[src/include/evt_macros.svh]
/*
 * field widths of the event capture queue
 * default FIFO depth
 */

`ifndef EVT_MACROS_SVH
`define EVT_MACROS_SVH

// event fields
`define EVT_TAG_W     8
`define EVT_PAYLOAD_W 16

// stamping fields
`define EVT_SEQ_W     8
`define EVT_STAMP_W   32

// records held between input and output side
`define EVT_FIFO_DEPTH 4

`endif

[src/evt_pkg.sv]
/*
 * event, stamped record and output beat types
 * output beat union, header and timestamp decodings
 */

`default_nettype none

`include "evt_macros.svh"

package evt_pkg;

  // event as handed in by a source
  typedef struct packed {
    logic [`EVT_TAG_W-1:0]     tag;
    logic [`EVT_PAYLOAD_W-1:0] payload;
  } evt_t;

  // event after stamping, as held in the FIFO
  typedef struct packed {
    logic [`EVT_SEQ_W-1:0]     seq;
    logic [`EVT_TAG_W-1:0]     tag;
    logic [`EVT_PAYLOAD_W-1:0] payload;
    logic [`EVT_STAMP_W-1:0]   stamp;
  } rec_t;

  localparam int unsigned REC_W = $bits(rec_t);

  // first beat of a record
  typedef struct packed {
    logic                      is_hdr;
    logic [`EVT_SEQ_W-1:0]     seq;
    logic [`EVT_TAG_W-1:0]     tag;
    logic [`EVT_PAYLOAD_W-1:0] payload;
  } hdr_beat_t;

  // second beat of a record
  typedef struct packed {
    logic                    is_hdr;
    logic [`EVT_STAMP_W-1:0] stamp;
  } ts_beat_t;

  // top bit tells which view is valid
  typedef union packed {
    hdr_beat_t hdr;
    ts_beat_t  ts;
  } out_beat_u;

endpackage

`default_nettype wire

[src/evt_stamp.sv]
/*
 * input side of the event queue
 * free-running cycle counter, sequence counter, record build
 */

`default_nettype none

`include "evt_macros.svh"

module evt_stamp (
  input  wire logic        clk_i,
  input  wire logic        rst_ni,
  input  wire logic        flush_i,
  // event source
  input  wire logic        evt_valid_i,
  input  evt_pkg::evt_t    evt_i,
  // towards the FIFO write port
  output logic             rec_valid_o,
  input  wire logic        rec_ready_i,
  output evt_pkg::rec_t    rec_o
);

  logic [`EVT_STAMP_W-1:0] stamp_q;
  logic [`EVT_SEQ_W-1:0]   seq_q;
  logic                    accept;

  assign accept = evt_valid_i & rec_ready_i;

  // cycle count, runs through flush
  always_ff @(posedge clk_i or negedge rst_ni) begin
    if (!rst_ni) begin
      stamp_q <= '0;
    end else begin
      stamp_q <= stamp_q + `EVT_STAMP_W'(1);
    end
  end

  // one step per accepted event, wraps naturally
  always_ff @(posedge clk_i or negedge rst_ni) begin
    if (!rst_ni) begin
      seq_q <= '0;
    end else if (flush_i) begin
      seq_q <= '0;
    end else if (accept) begin
      seq_q <= seq_q + `EVT_SEQ_W'(1);
    end
  end

  // record carries the count of the accept cycle
  assign rec_valid_o = evt_valid_i;
  assign rec_o = '{
    seq:     seq_q,
    tag:     evt_i.tag,
    payload: evt_i.payload,
    stamp:   stamp_q
  };

endmodule

`default_nettype wire

[src/evt_fifo.sv]
/*
 * synchronous FIFO with wrap-bit pointers
 * optional pass-through when empty, synchronous clear, occupancy
 */

`default_nettype none

module evt_fifo #(
  parameter int unsigned Width  = 16,
  parameter int unsigned Depth  = 4,
  parameter bit          Pass   = 1'b1,
  localparam int unsigned DepthW = $clog2(Depth + 1)
) (
  input  wire logic              clk_i,
  input  wire logic              rst_ni,
  input  wire logic              clr_i,
  // write side
  input  wire logic              wvalid_i,
  output logic                   wready_o,
  input  wire logic [Width-1:0]  wdata_i,
  // read side
  output logic                   rvalid_o,
  input  wire logic              rready_i,
  output logic [Width-1:0]       rdata_o,
  // records held
  output logic [DepthW-1:0]      depth_o
);

  localparam int unsigned AddrW = (Depth > 1) ? $clog2(Depth) : 1;
  localparam int unsigned PtrW  = AddrW + 1;

  logic [PtrW-1:0]  wptr_q, rptr_q;
  logic [AddrW-1:0] waddr, raddr;
  logic             wwrap, rwrap;
  logic             full, mem_empty, empty;
  logic             push, pop;

  logic [Width-1:0] mem_q [Depth];
  logic [Width-1:0] mem_rdata;

  assign waddr = wptr_q[AddrW-1:0];
  assign raddr = rptr_q[AddrW-1:0];
  assign wwrap = wptr_q[PtrW-1];
  assign rwrap = rptr_q[PtrW-1];

  // same address, opposite wrap bit means every slot is taken
  assign full      = (waddr == raddr) && (wwrap != rwrap);
  assign mem_empty = (wptr_q == rptr_q);

  // clear wins over both handshakes
  assign wready_o = ~full & ~clr_i;
  assign rvalid_o = ~empty & ~clr_i;

  assign push = wvalid_i & wready_o;
  assign pop  = rvalid_o & rready_i;

  assign depth_o = full          ? DepthW'(Depth) :
                   (wwrap == rwrap) ? DepthW'(waddr) - DepthW'(raddr) :
                   DepthW'(Depth) - DepthW'(raddr) + DepthW'(waddr);

  ////////////////////////////////////////////////////////////////////////////
  // pointers
  ////////////////////////////////////////////////////////////////////////////

  always_ff @(posedge clk_i or negedge rst_ni) begin
    if (!rst_ni) begin
      wptr_q <= '0;
    end else if (clr_i) begin
      wptr_q <= '0;
    end else if (push) begin
      // last slot: back to zero with the wrap bit flipped
      if (waddr == AddrW'(Depth - 1)) begin
        wptr_q <= {~wwrap, {AddrW{1'b0}}};
      end else begin
        wptr_q <= wptr_q + PtrW'(1);
      end
    end
  end

  always_ff @(posedge clk_i or negedge rst_ni) begin
    if (!rst_ni) begin
      rptr_q <= '0;
    end else if (clr_i) begin
      rptr_q <= '0;
    end else if (pop) begin
      if (raddr == AddrW'(Depth - 1)) begin
        rptr_q <= {~rwrap, {AddrW{1'b0}}};
      end else begin
        rptr_q <= rptr_q + PtrW'(1);
      end
    end
  end

  ////////////////////////////////////////////////////////////////////////////
  // storage
  ////////////////////////////////////////////////////////////////////////////

  always_ff @(posedge clk_i) begin
    if (push) begin
      mem_q[waddr] <= wdata_i;
    end
  end

  assign mem_rdata = mem_q[raddr];

  if (Pass) begin : gen_pass
    // incoming word seen at the read side while the array is empty
    assign empty   = mem_empty & ~wvalid_i;
    assign rdata_o = mem_empty ? wdata_i : mem_rdata;
  end else begin : gen_no_pass
    assign empty   = mem_empty;
    assign rdata_o = mem_rdata;
  end

endmodule

`default_nettype wire

[src/evt_drain.sv]
/*
 * output side of the event queue
 * two beats per record, header first, then timestamp
 */

`default_nettype none

module evt_drain (
  input  wire logic          clk_i,
  input  wire logic          rst_ni,
  // from the FIFO read port
  input  wire logic          rec_valid_i,
  output logic               rec_ready_o,
  input  evt_pkg::rec_t      rec_i,
  // beat stream out
  output logic               out_valid_o,
  input  wire logic          out_ready_i,
  output evt_pkg::out_beat_u out_o
);

  // 0 header beat, 1 timestamp beat
  logic phase_q, phase_d;

  assign out_valid_o = rec_valid_i;

  // record leaves the FIFO with its second beat
  assign rec_ready_o = phase_q & out_ready_i;

  always_comb begin
    phase_d = phase_q;
    if (!rec_valid_i) begin
      // record gone, e.g. after a flush, so start over on a header
      phase_d = 1'b0;
    end else if (out_ready_i) begin
      phase_d = ~phase_q;
    end
  end

  always_ff @(posedge clk_i or negedge rst_ni) begin
    if (!rst_ni) begin
      phase_q <= 1'b0;
    end else begin
      phase_q <= phase_d;
    end
  end

  ////////////////////////////////////////////////////////////////////////////
  // beat build
  ////////////////////////////////////////////////////////////////////////////

  always_comb begin
    if (!phase_q) begin
      out_o.hdr = '{
        is_hdr:  1'b1,
        seq:     rec_i.seq,
        tag:     rec_i.tag,
        payload: rec_i.payload
      };
    end else begin
      out_o.ts = '{
        is_hdr: 1'b0,
        stamp:  rec_i.stamp
      };
    end
  end

endmodule

`default_nettype wire

[src/evt_queue_top.sv]
/*
 * event capture queue top level
 * stamp block, record FIFO and beat drain
 */

`default_nettype none

`include "evt_macros.svh"

module evt_queue_top #(
  localparam int unsigned LevelW = $clog2(`EVT_FIFO_DEPTH + 1)
) (
  input  wire logic          clk_i,
  input  wire logic          rst_ni,
  input  wire logic          flush_i,
  // event source
  input  wire logic          evt_valid_i,
  output logic               evt_ready_o,
  input  evt_pkg::evt_t      evt_i,
  // beat sink
  output logic               out_valid_o,
  input  wire logic          out_ready_i,
  output evt_pkg::out_beat_u out_o,
  // records waiting
  output logic [LevelW-1:0]  level_o
);

  logic          wvalid;
  evt_pkg::rec_t wrec;
  logic          rvalid;
  logic          rready;
  evt_pkg::rec_t rrec;

  evt_stamp u_stamp (
    .clk_i,
    .rst_ni,
    .flush_i,
    .evt_valid_i,
    .evt_i,
    .rec_valid_o (wvalid),
    .rec_ready_i (evt_ready_o),
    .rec_o       (wrec)
  );

  evt_fifo #(
    .Width (evt_pkg::REC_W),
    .Depth (`EVT_FIFO_DEPTH),
    .Pass  (1'b1)
  ) u_fifo (
    .clk_i,
    .rst_ni,
    .clr_i    (flush_i),
    .wvalid_i (wvalid),
    .wready_o (evt_ready_o),
    .wdata_i  (wrec),
    .rvalid_o (rvalid),
    .rready_i (rready),
    .rdata_o  (rrec),
    .depth_o  (level_o)
  );

  evt_drain u_drain (
    .clk_i,
    .rst_ni,
    .rec_valid_i (rvalid),
    .rec_ready_o (rready),
    .rec_i       (rrec),
    .out_valid_o,
    .out_ready_i,
    .out_o
  );

endmodule

`default_nettype wire

[config.mk]
export PLATFORM = sky130hd
export DESIGN_NAME = evt_queue_top
export DESIGN_NICKNAME = d
export VERILOG_FILES = /design/src/evt_pkg.sv /design/src/evt_stamp.sv /design/src/evt_fifo.sv /design/src/evt_drain.sv /design/src/evt_queue_top.sv
export VERILOG_INCLUDE_DIRS = /design/src /design/src/include
export SDC_FILE = /design/constraint.sdc
export NUM_CORES = 1
export LEC_CHECK = 0
export BUFFER_PORTS_ARGS = -buffer_cell sky130_fd_sc_hd__buf_2
export CAP_MARGIN = 20
export CORE_ASPECT_RATIO = 1.4
export CORE_MARGIN = 5
export CORE_UTILIZATION = 40
export CTS_BUF_LIST = sky130_fd_sc_hd__clkbuf_8
export DETAILED_ROUTE_END_ITERATION = 7
export HOLD_SLACK_MARGIN = 0.05
export SYNTH_ARGS = -nofsm -noshare
export SYNTH_HDL_FRONTEND = slang
export SYNTH_SLANG_ARGS = --single-unit
[constraint.sdc]
create_clock -name clk_i -period 6.2 [get_ports clk_i]
set_input_delay 1.24 -clock clk_i [delete_from_list [all_inputs] [get_ports clk_i]]
set_output_delay 1.24 -clock clk_i [all_outputs]
set_load 0.01 [all_outputs]
== After elaboration in Yosys (flattened, before gate mapping) ==
Memory sizes are Yosys's and may differ from the RTL's.
Index checks and enable logic that the tools add are counted.

* Memories kept: 1
* ROM bits: 0
* Output and inout port bits: 38
* Register bits: 47
* Word-level logic and storage cells: 52
* RAM bits: 256
* Latch bits: 0
* Input bits: 29

* Shift-type cells: 0
* Equal/unequal tests: 7
* $add $sub $neg: 7
* Div/mod/pow operators: 0
* Magnitude comparators: 0
* Reductions and logical operators: 3
* Multiply operators: 0
* Bitwise gates (word level): 13
* Mux-type cells: 16

{| class="wikitable"
|+ Memory list
! name !! depth !! bits a word !! rd ports !! clocked after memory_dff !! write ports !! line !! text
|-
| u_fifo.mem_q || 4 || 64 || 1 || 0 || 1 || evt_fifo.sv:38 || <nowiki>logic [Width-1:0] mem_q [Depth];</nowiki>
|}

{| class="wikitable"
|+ Operators with widths
! kind !! number
|-
| two-way mux 64 bit || 1
|-
| two-way mux 33 bit || 1
|-
| adder 32 x 1 -> 32 bit (second input constant) || 1
|-
| two-way mux 3 bit || 8
|-
| two-way mux 8 bit || 2
|-
| adder 8 x 1 -> 8 bit (second input constant) || 1
|-
| NOT 1 bit || 7
|-
| adder 3 x 1 -> 3 bit (second input constant) || 2
|-
| bitwise AND 1 bit || 6
|-
| == test 2 bit (second input constant) || 2
|-
| two-way mux 1 bit || 4
|-
| nonzero test 2 bit || 2
|-
| adder 3 x 2 -> 3 bit || 1
|-
| == test 3 bit || 1
|-
| subtractor 2 x 2 -> 3 bit || 1
|-
| subtractor 3 x 2 -> 3 bit (first input constant) || 1
|-
| == test 2 bit || 1
|-
| != test 2 bit (second input constant) || 1
|-
| == test 1 bit || 1
|-
| logical AND 1 bit || 1
|-
| != test 1 bit || 1
|}

== Depth between registers and ports, before layout ==
* Depth in word-level cells: 7
* Mapped depth: 9
* Depth with buffers taken out: 6

== Cells and area by module ==
A second synthesis with hierarchy kept.

* Cell total of the unflattened synthesis: 680
* Area, all modules: 13264.0 um2

{| class="wikitable"
|+ Modules (own cells, without submodules)
! module !! cells each !! times used !! seq. area each (um2) !! area each (um2)
|-
| evt_fifo || 462 || 1 || 7837.5 || 10701.5
|-
| evt_stamp || 176 || 1 || 1001.0 || 1973.1
|-
| evt_drain || 42 || 1 || 25.0 || 589.3
|}

== Worst setup path after synthesis ==
OpenSTA, ideal clock, no wires.

* Kind: register to register
* Start point: register u_fifo.rptr_q[1]
* End point: memory u_fifo.mem_q[0][0] (netlist name) (enable)
* Slack: 2.307 ns
* Path buffers: 3
* Cell stages (with the launch flop): 10
* Library setup time: 0.429 ns
* Clock period less this slack: 3.893 ns
* Arrival time: 3.464 ns
* Data required time: 5.771 ns
* Cell sequence: dfrtp_1 buf_2 buf_1 inv_1 ha_1 nand2_1 o21ai_1 buf_2 nor2_1 and2_1

* Cells in the longest elaborated chain, start to end: 7

{| class="wikitable"
|+ RTL lines
! item !! line !! text
|-
| start: declaration || evt_fifo.sv:32 || <nowiki>logic [PtrW-1:0] wptr_q, rptr_q;</nowiki>
|-
| start signal: assignment || evt_fifo.sv:87 || <nowiki>rptr_q <= {~rwrap, {AddrW{1'b0}}};</nowiki>
|-
| start signal: assignment || evt_fifo.sv:89 || <nowiki>rptr_q <= rptr_q + PtrW'(1);</nowiki>
|-
| == test 2 bit || evt_fifo.sv:47 || <nowiki>assign full = (waddr == raddr) && (wwrap != rwrap);</nowiki>
|-
| logical AND 1 bit || evt_fifo.sv:47 ||
|-
| NOT 1 bit || evt_fifo.sv:51 || <nowiki>assign wready_o = ~full & ~clr_i;</nowiki>
|-
| bitwise AND 1 bit || evt_fifo.sv:51 ||
|-
| bitwise AND 1 bit || evt_fifo.sv:54 || <nowiki>assign push = wvalid_i & wready_o;</nowiki>
|-
| two-way mux 1 bit || evt_fifo.sv:99 || <nowiki>if (push) begin</nowiki>
|-
| two-way mux 1 bit (implied by the code) || evt_fifo.sv:100 || <nowiki>mem_q[waddr] <= wdata_i;</nowiki>
|-
| end: declaration || evt_fifo.sv:38 ||
|}

Every way passes these cells.

==> impl_metrics.toml <==
[outcome]
result_of_the_run = "complete, no violations"

[sta]
totalNegativeSetupSlack_ns = 0
timing_hold_violations_final = 0
post-route-period-util_pct = 69.9
finClkSkew_ns = 0.0274
unrepaired_setup_endpoints_after_global_routing = "no"
timing.fmax_mhz = 231
setup_viol_count_final = 0
slew-limit-headroom_pct = 33.6
number_of_pins_exceeding_their_max_slew_limit_in_the_final_report = 0
timing_worst_slew_pin_value_ns = 0.996
timing.final.crit_period_ns = 4.33

[cts]
cts_hold_repair.buffers = 0
clkSinkCount = 303
clockBufferDepth = 3
worstSkewPairLatency_ns = 0.56
clk_pin_slew_ns = 0.06
number_of_cts_inserted_buffers = 44
clock_tree.root_cell = "clkbuf_8"
post_cts.repair.setup_buffers = 0
post_cts_resize_count = 0
cts_tree = "done"
cts-htree-levels = 2

[route]
routedLengthMet1_um = 9930
first_iter_violations = 389
detail_route.first_pass.iterations = 4
remaining_drc_errors = 0
detail_route.vias_per_cell = 5.41
wl_met2_um = 12800
dr_vias = 6058
met3_wirelength_um = 1000
drt-total-wl_um = 24200
postRouteAntennaNets = 0
routed_wire_length_per_instance_um = 21.6
top_signal_layer_used = "met4"

[yosys]
mappedNetlistArea_um2 = 12300
synth_seq_area_share_pct = 71.8
yosysWarnings = 0
asyncSetResetFlopFracSynth_pct = 15.5
synthDistinctLibCells = 42
ys_ff_latch = 303
yosysTopAreaCell = "edfxtp_1"
postSynthAreaPerCell_um2 = 20.7
synth.top_cell.area_share_pct = 62.3
ys_dominant_reg_cell = "edfxtp_1"
post_synth_main_area_contributors = "edfxtp_1 62%, mux4_2 17%, dfrtp_1 9.5%"
synth-edff-count = 256
postSynthNetCount = 634
cell_count_after_synthesis = 595

[grt]
grt_pass1_wl_um = 38400
grt_antenna_before_repair = 0
maximum_number_of_pins_on_one_net_before_global_route_repair = 66
globalRouteTotalUtil_pct = 14.5
first_global_vias = 6612
grt-ovfl-total = 0

[power]
relative_contribution_of_sequential_cells_to_total_power_pct = 52.0
clock_power_share_pct = 40.6
p_leak_uw = 0.00471
power_switching_uw = 936
p_int_uw = 3420
power.switching_fraction_pct = 21.5
power_density_nw_per_um2 = 308
share_comb_of_total_power_pct = 7.4
max-vdd-ir-drop_uv = 149

[worst_hold_path]
hold_class = "flop to flop"

[worst_setup_path]
reg2reg_from = "u_fifo.rptr_q[0]"
critical_path_required_ns = 4.96
crit_path_top_delay_cell = "dfrtp_4"
crit_path_cell_trace = "buf_4, mux4_1, mux4_2, buf_2"
crit_path_end = "out_o[2]"
timing.critical_path.from_type = "flop"
ff2ff_path_depth = 6
critical_path.startpoint = "u_fifo.rptr_q[0]"
regToRegSetupSlack_ns = 2.55
cp.arrival_ns = 3.09
critPathMaxStageDelay_ns = 0.72
cp_max_fo = 24
setup.worst_path.end_class = "output port"
regToRegEndpoint = "u_fifo.mem_q[0][59]"
timing.setup.critical_path_class = "flop to output port"

[floorplan]
coreArea_um2 = 30600
initial_utilization_pct = 40.3
boundaryPins = 67
floorplan.rows = 76
floorplan_die_area_um2 = 34500
die_w_um = 158
die_y_um = 218

[place]
portBuffers = 66
gpl.final_weighted_congestion = 0.708
dp_cells = 1036
place.detailed.hpwl_um = 14000

[finish]
final_layout_size_suffix_gt1_share_pct = 34.8
finish.net_count = 732
synthToLayoutAreaGrowth_pct = 14.6
final-instance-count-excl-fill = 1120

[flow_run]
max-cap-violations = 0
-- power groups by stage --
stage	Combinational, µW	Clock (µW)	Sequential (µW)
6_report	320	1770	2270
5_1_grt	349	1920	2270
4_1_cts	330	1820	2270
3_5_place_dp	328	0	2310
3_3_place_gp	324	0	2310
2_1_floorplan	213	0	2300
-- cells in the mapped netlist, drive strengths merged (8+ instances only) --
| master | number |
|---|---|
| buf | 17 |
| clkbuf | 8 |
| dfrtp | 47 |
| edfxtp | 256 |
| ha | 9 |
| inv | 14 |
| mux4 | 96 |
| nand2 | 12 |
| nand3 | 15 |
| nand4 | 14 |
| nor2 | 18 |
| xnor2 | 24 |
| xor2 | 12 |
-- routing by layer --
| metal | vias up | global-route usage [%] |
|---|---|---|
| li1 | 2651 | - |
| met2 | 139 | 24.8 |
| met4 | 0 | 4.58 |
| met1 | 3235 | 18.9 |
| met5 | - | 0 |
| met3 | 33 | 2.60 |
-- worst min path at each step --
| stage | cells past startpoint | startpoint | endpoint |
|---|---|---|---|
| global placement | 1 | u_stamp.stamp_q[31] | u_stamp.stamp_q[31] |
| finish | 1 | u_stamp.stamp_q[31] | u_stamp.stamp_q[31] |
| floorplan | 0 | u_stamp.stamp_q[2] | u_fifo.mem_q[0][2] |
| CTS | 1 | u_stamp.stamp_q[31] | u_stamp.stamp_q[31] |
| detailed placement | 1 | u_stamp.stamp_q[0] | u_stamp.stamp_q[0] |
| global route | 1 | u_stamp.stamp_q[0] | u_stamp.stamp_q[0] |
-- cell type report --
class	count	area [µm²]
antenna	1	2.50
clock buffer	52	716
clock inverter	30	294
fill	2545	16500
inverter	14	52.6
multi-input combinational	253	3290
sequential	303	8870
tap	390	488
timing repair buffer	77	425
-- cell usage in the layout (no fill, tap or decap), types with 14 or more instances in the layout --
| cell | netlist | layout |
|---|---|---|
| nand4_1 | 14 | 14 |
| nor2_1 | 18 | 18 |
| clkbuf_8 | 0 | 52 |
| mux4_2 | 92 | 92 |
| inv_1 | 13 | 21 |
| nand3_1 | 15 | 14 |
| dfrtp_1 | 47 | 45 |
| buf_2 | 10 | 66 |
| xnor2_1 | 23 | 23 |
| edfxtp_1 | 256 | 256 |
-- flip-flops by register name, summed over array words and instances (netlist names) --
register and count:
u_fifo.mem_q 256, u_stamp.stamp_q 32, u_stamp.seq_q 8, u_fifo.rptr_q 3, u_fifo.wptr_q 3, u_drain.phase_q 1
-- cells by family after synthesis --
kind of cell               Yosys count  synth area share [%]
DFF                                303                  71.8
buffers and inverters               39                  1.59
xor gates and xnor gates            36                  2.62
and+or+nand+nor                     91                  4.12
AOI/OAI and AO/OA                   16                 0.811
muxes                              100                  18.0
adders and majority gates           10                  1.07
-- critical path: cells and delay by family (launching register included) --
kind                   cells  cell delay (ns)
buffers and inverters      2             0.68
flip-flops                 1             0.72
multiplexers               2             1.10
-- stage by stage --
| stage | utilization, % | total power (µW) | area [µm²] | hold slack [ns] | setup WS, ns |
|---|---|---|---|---|---|
| finish | 46.2 | 4360 | 14100 | 0.560 | 1.87 |
| floorplan | - | 2520 | 12300 | 0.474 | 2.31 |
| CTS | 46.1 | 4420 | 14100 | 0.570 | 1.74 |
| global placement | 42.8 | 2630 | 13100 | 0.536 | 2.39 |
| global route | 46.2 | 4540 | 14100 | 0.607 | 1.62 |
| detailed placement | 42.8 | 2640 | 13100 | 0.563 | 2.38 |
Note: power is estimated with default switching activity, not from simulation.
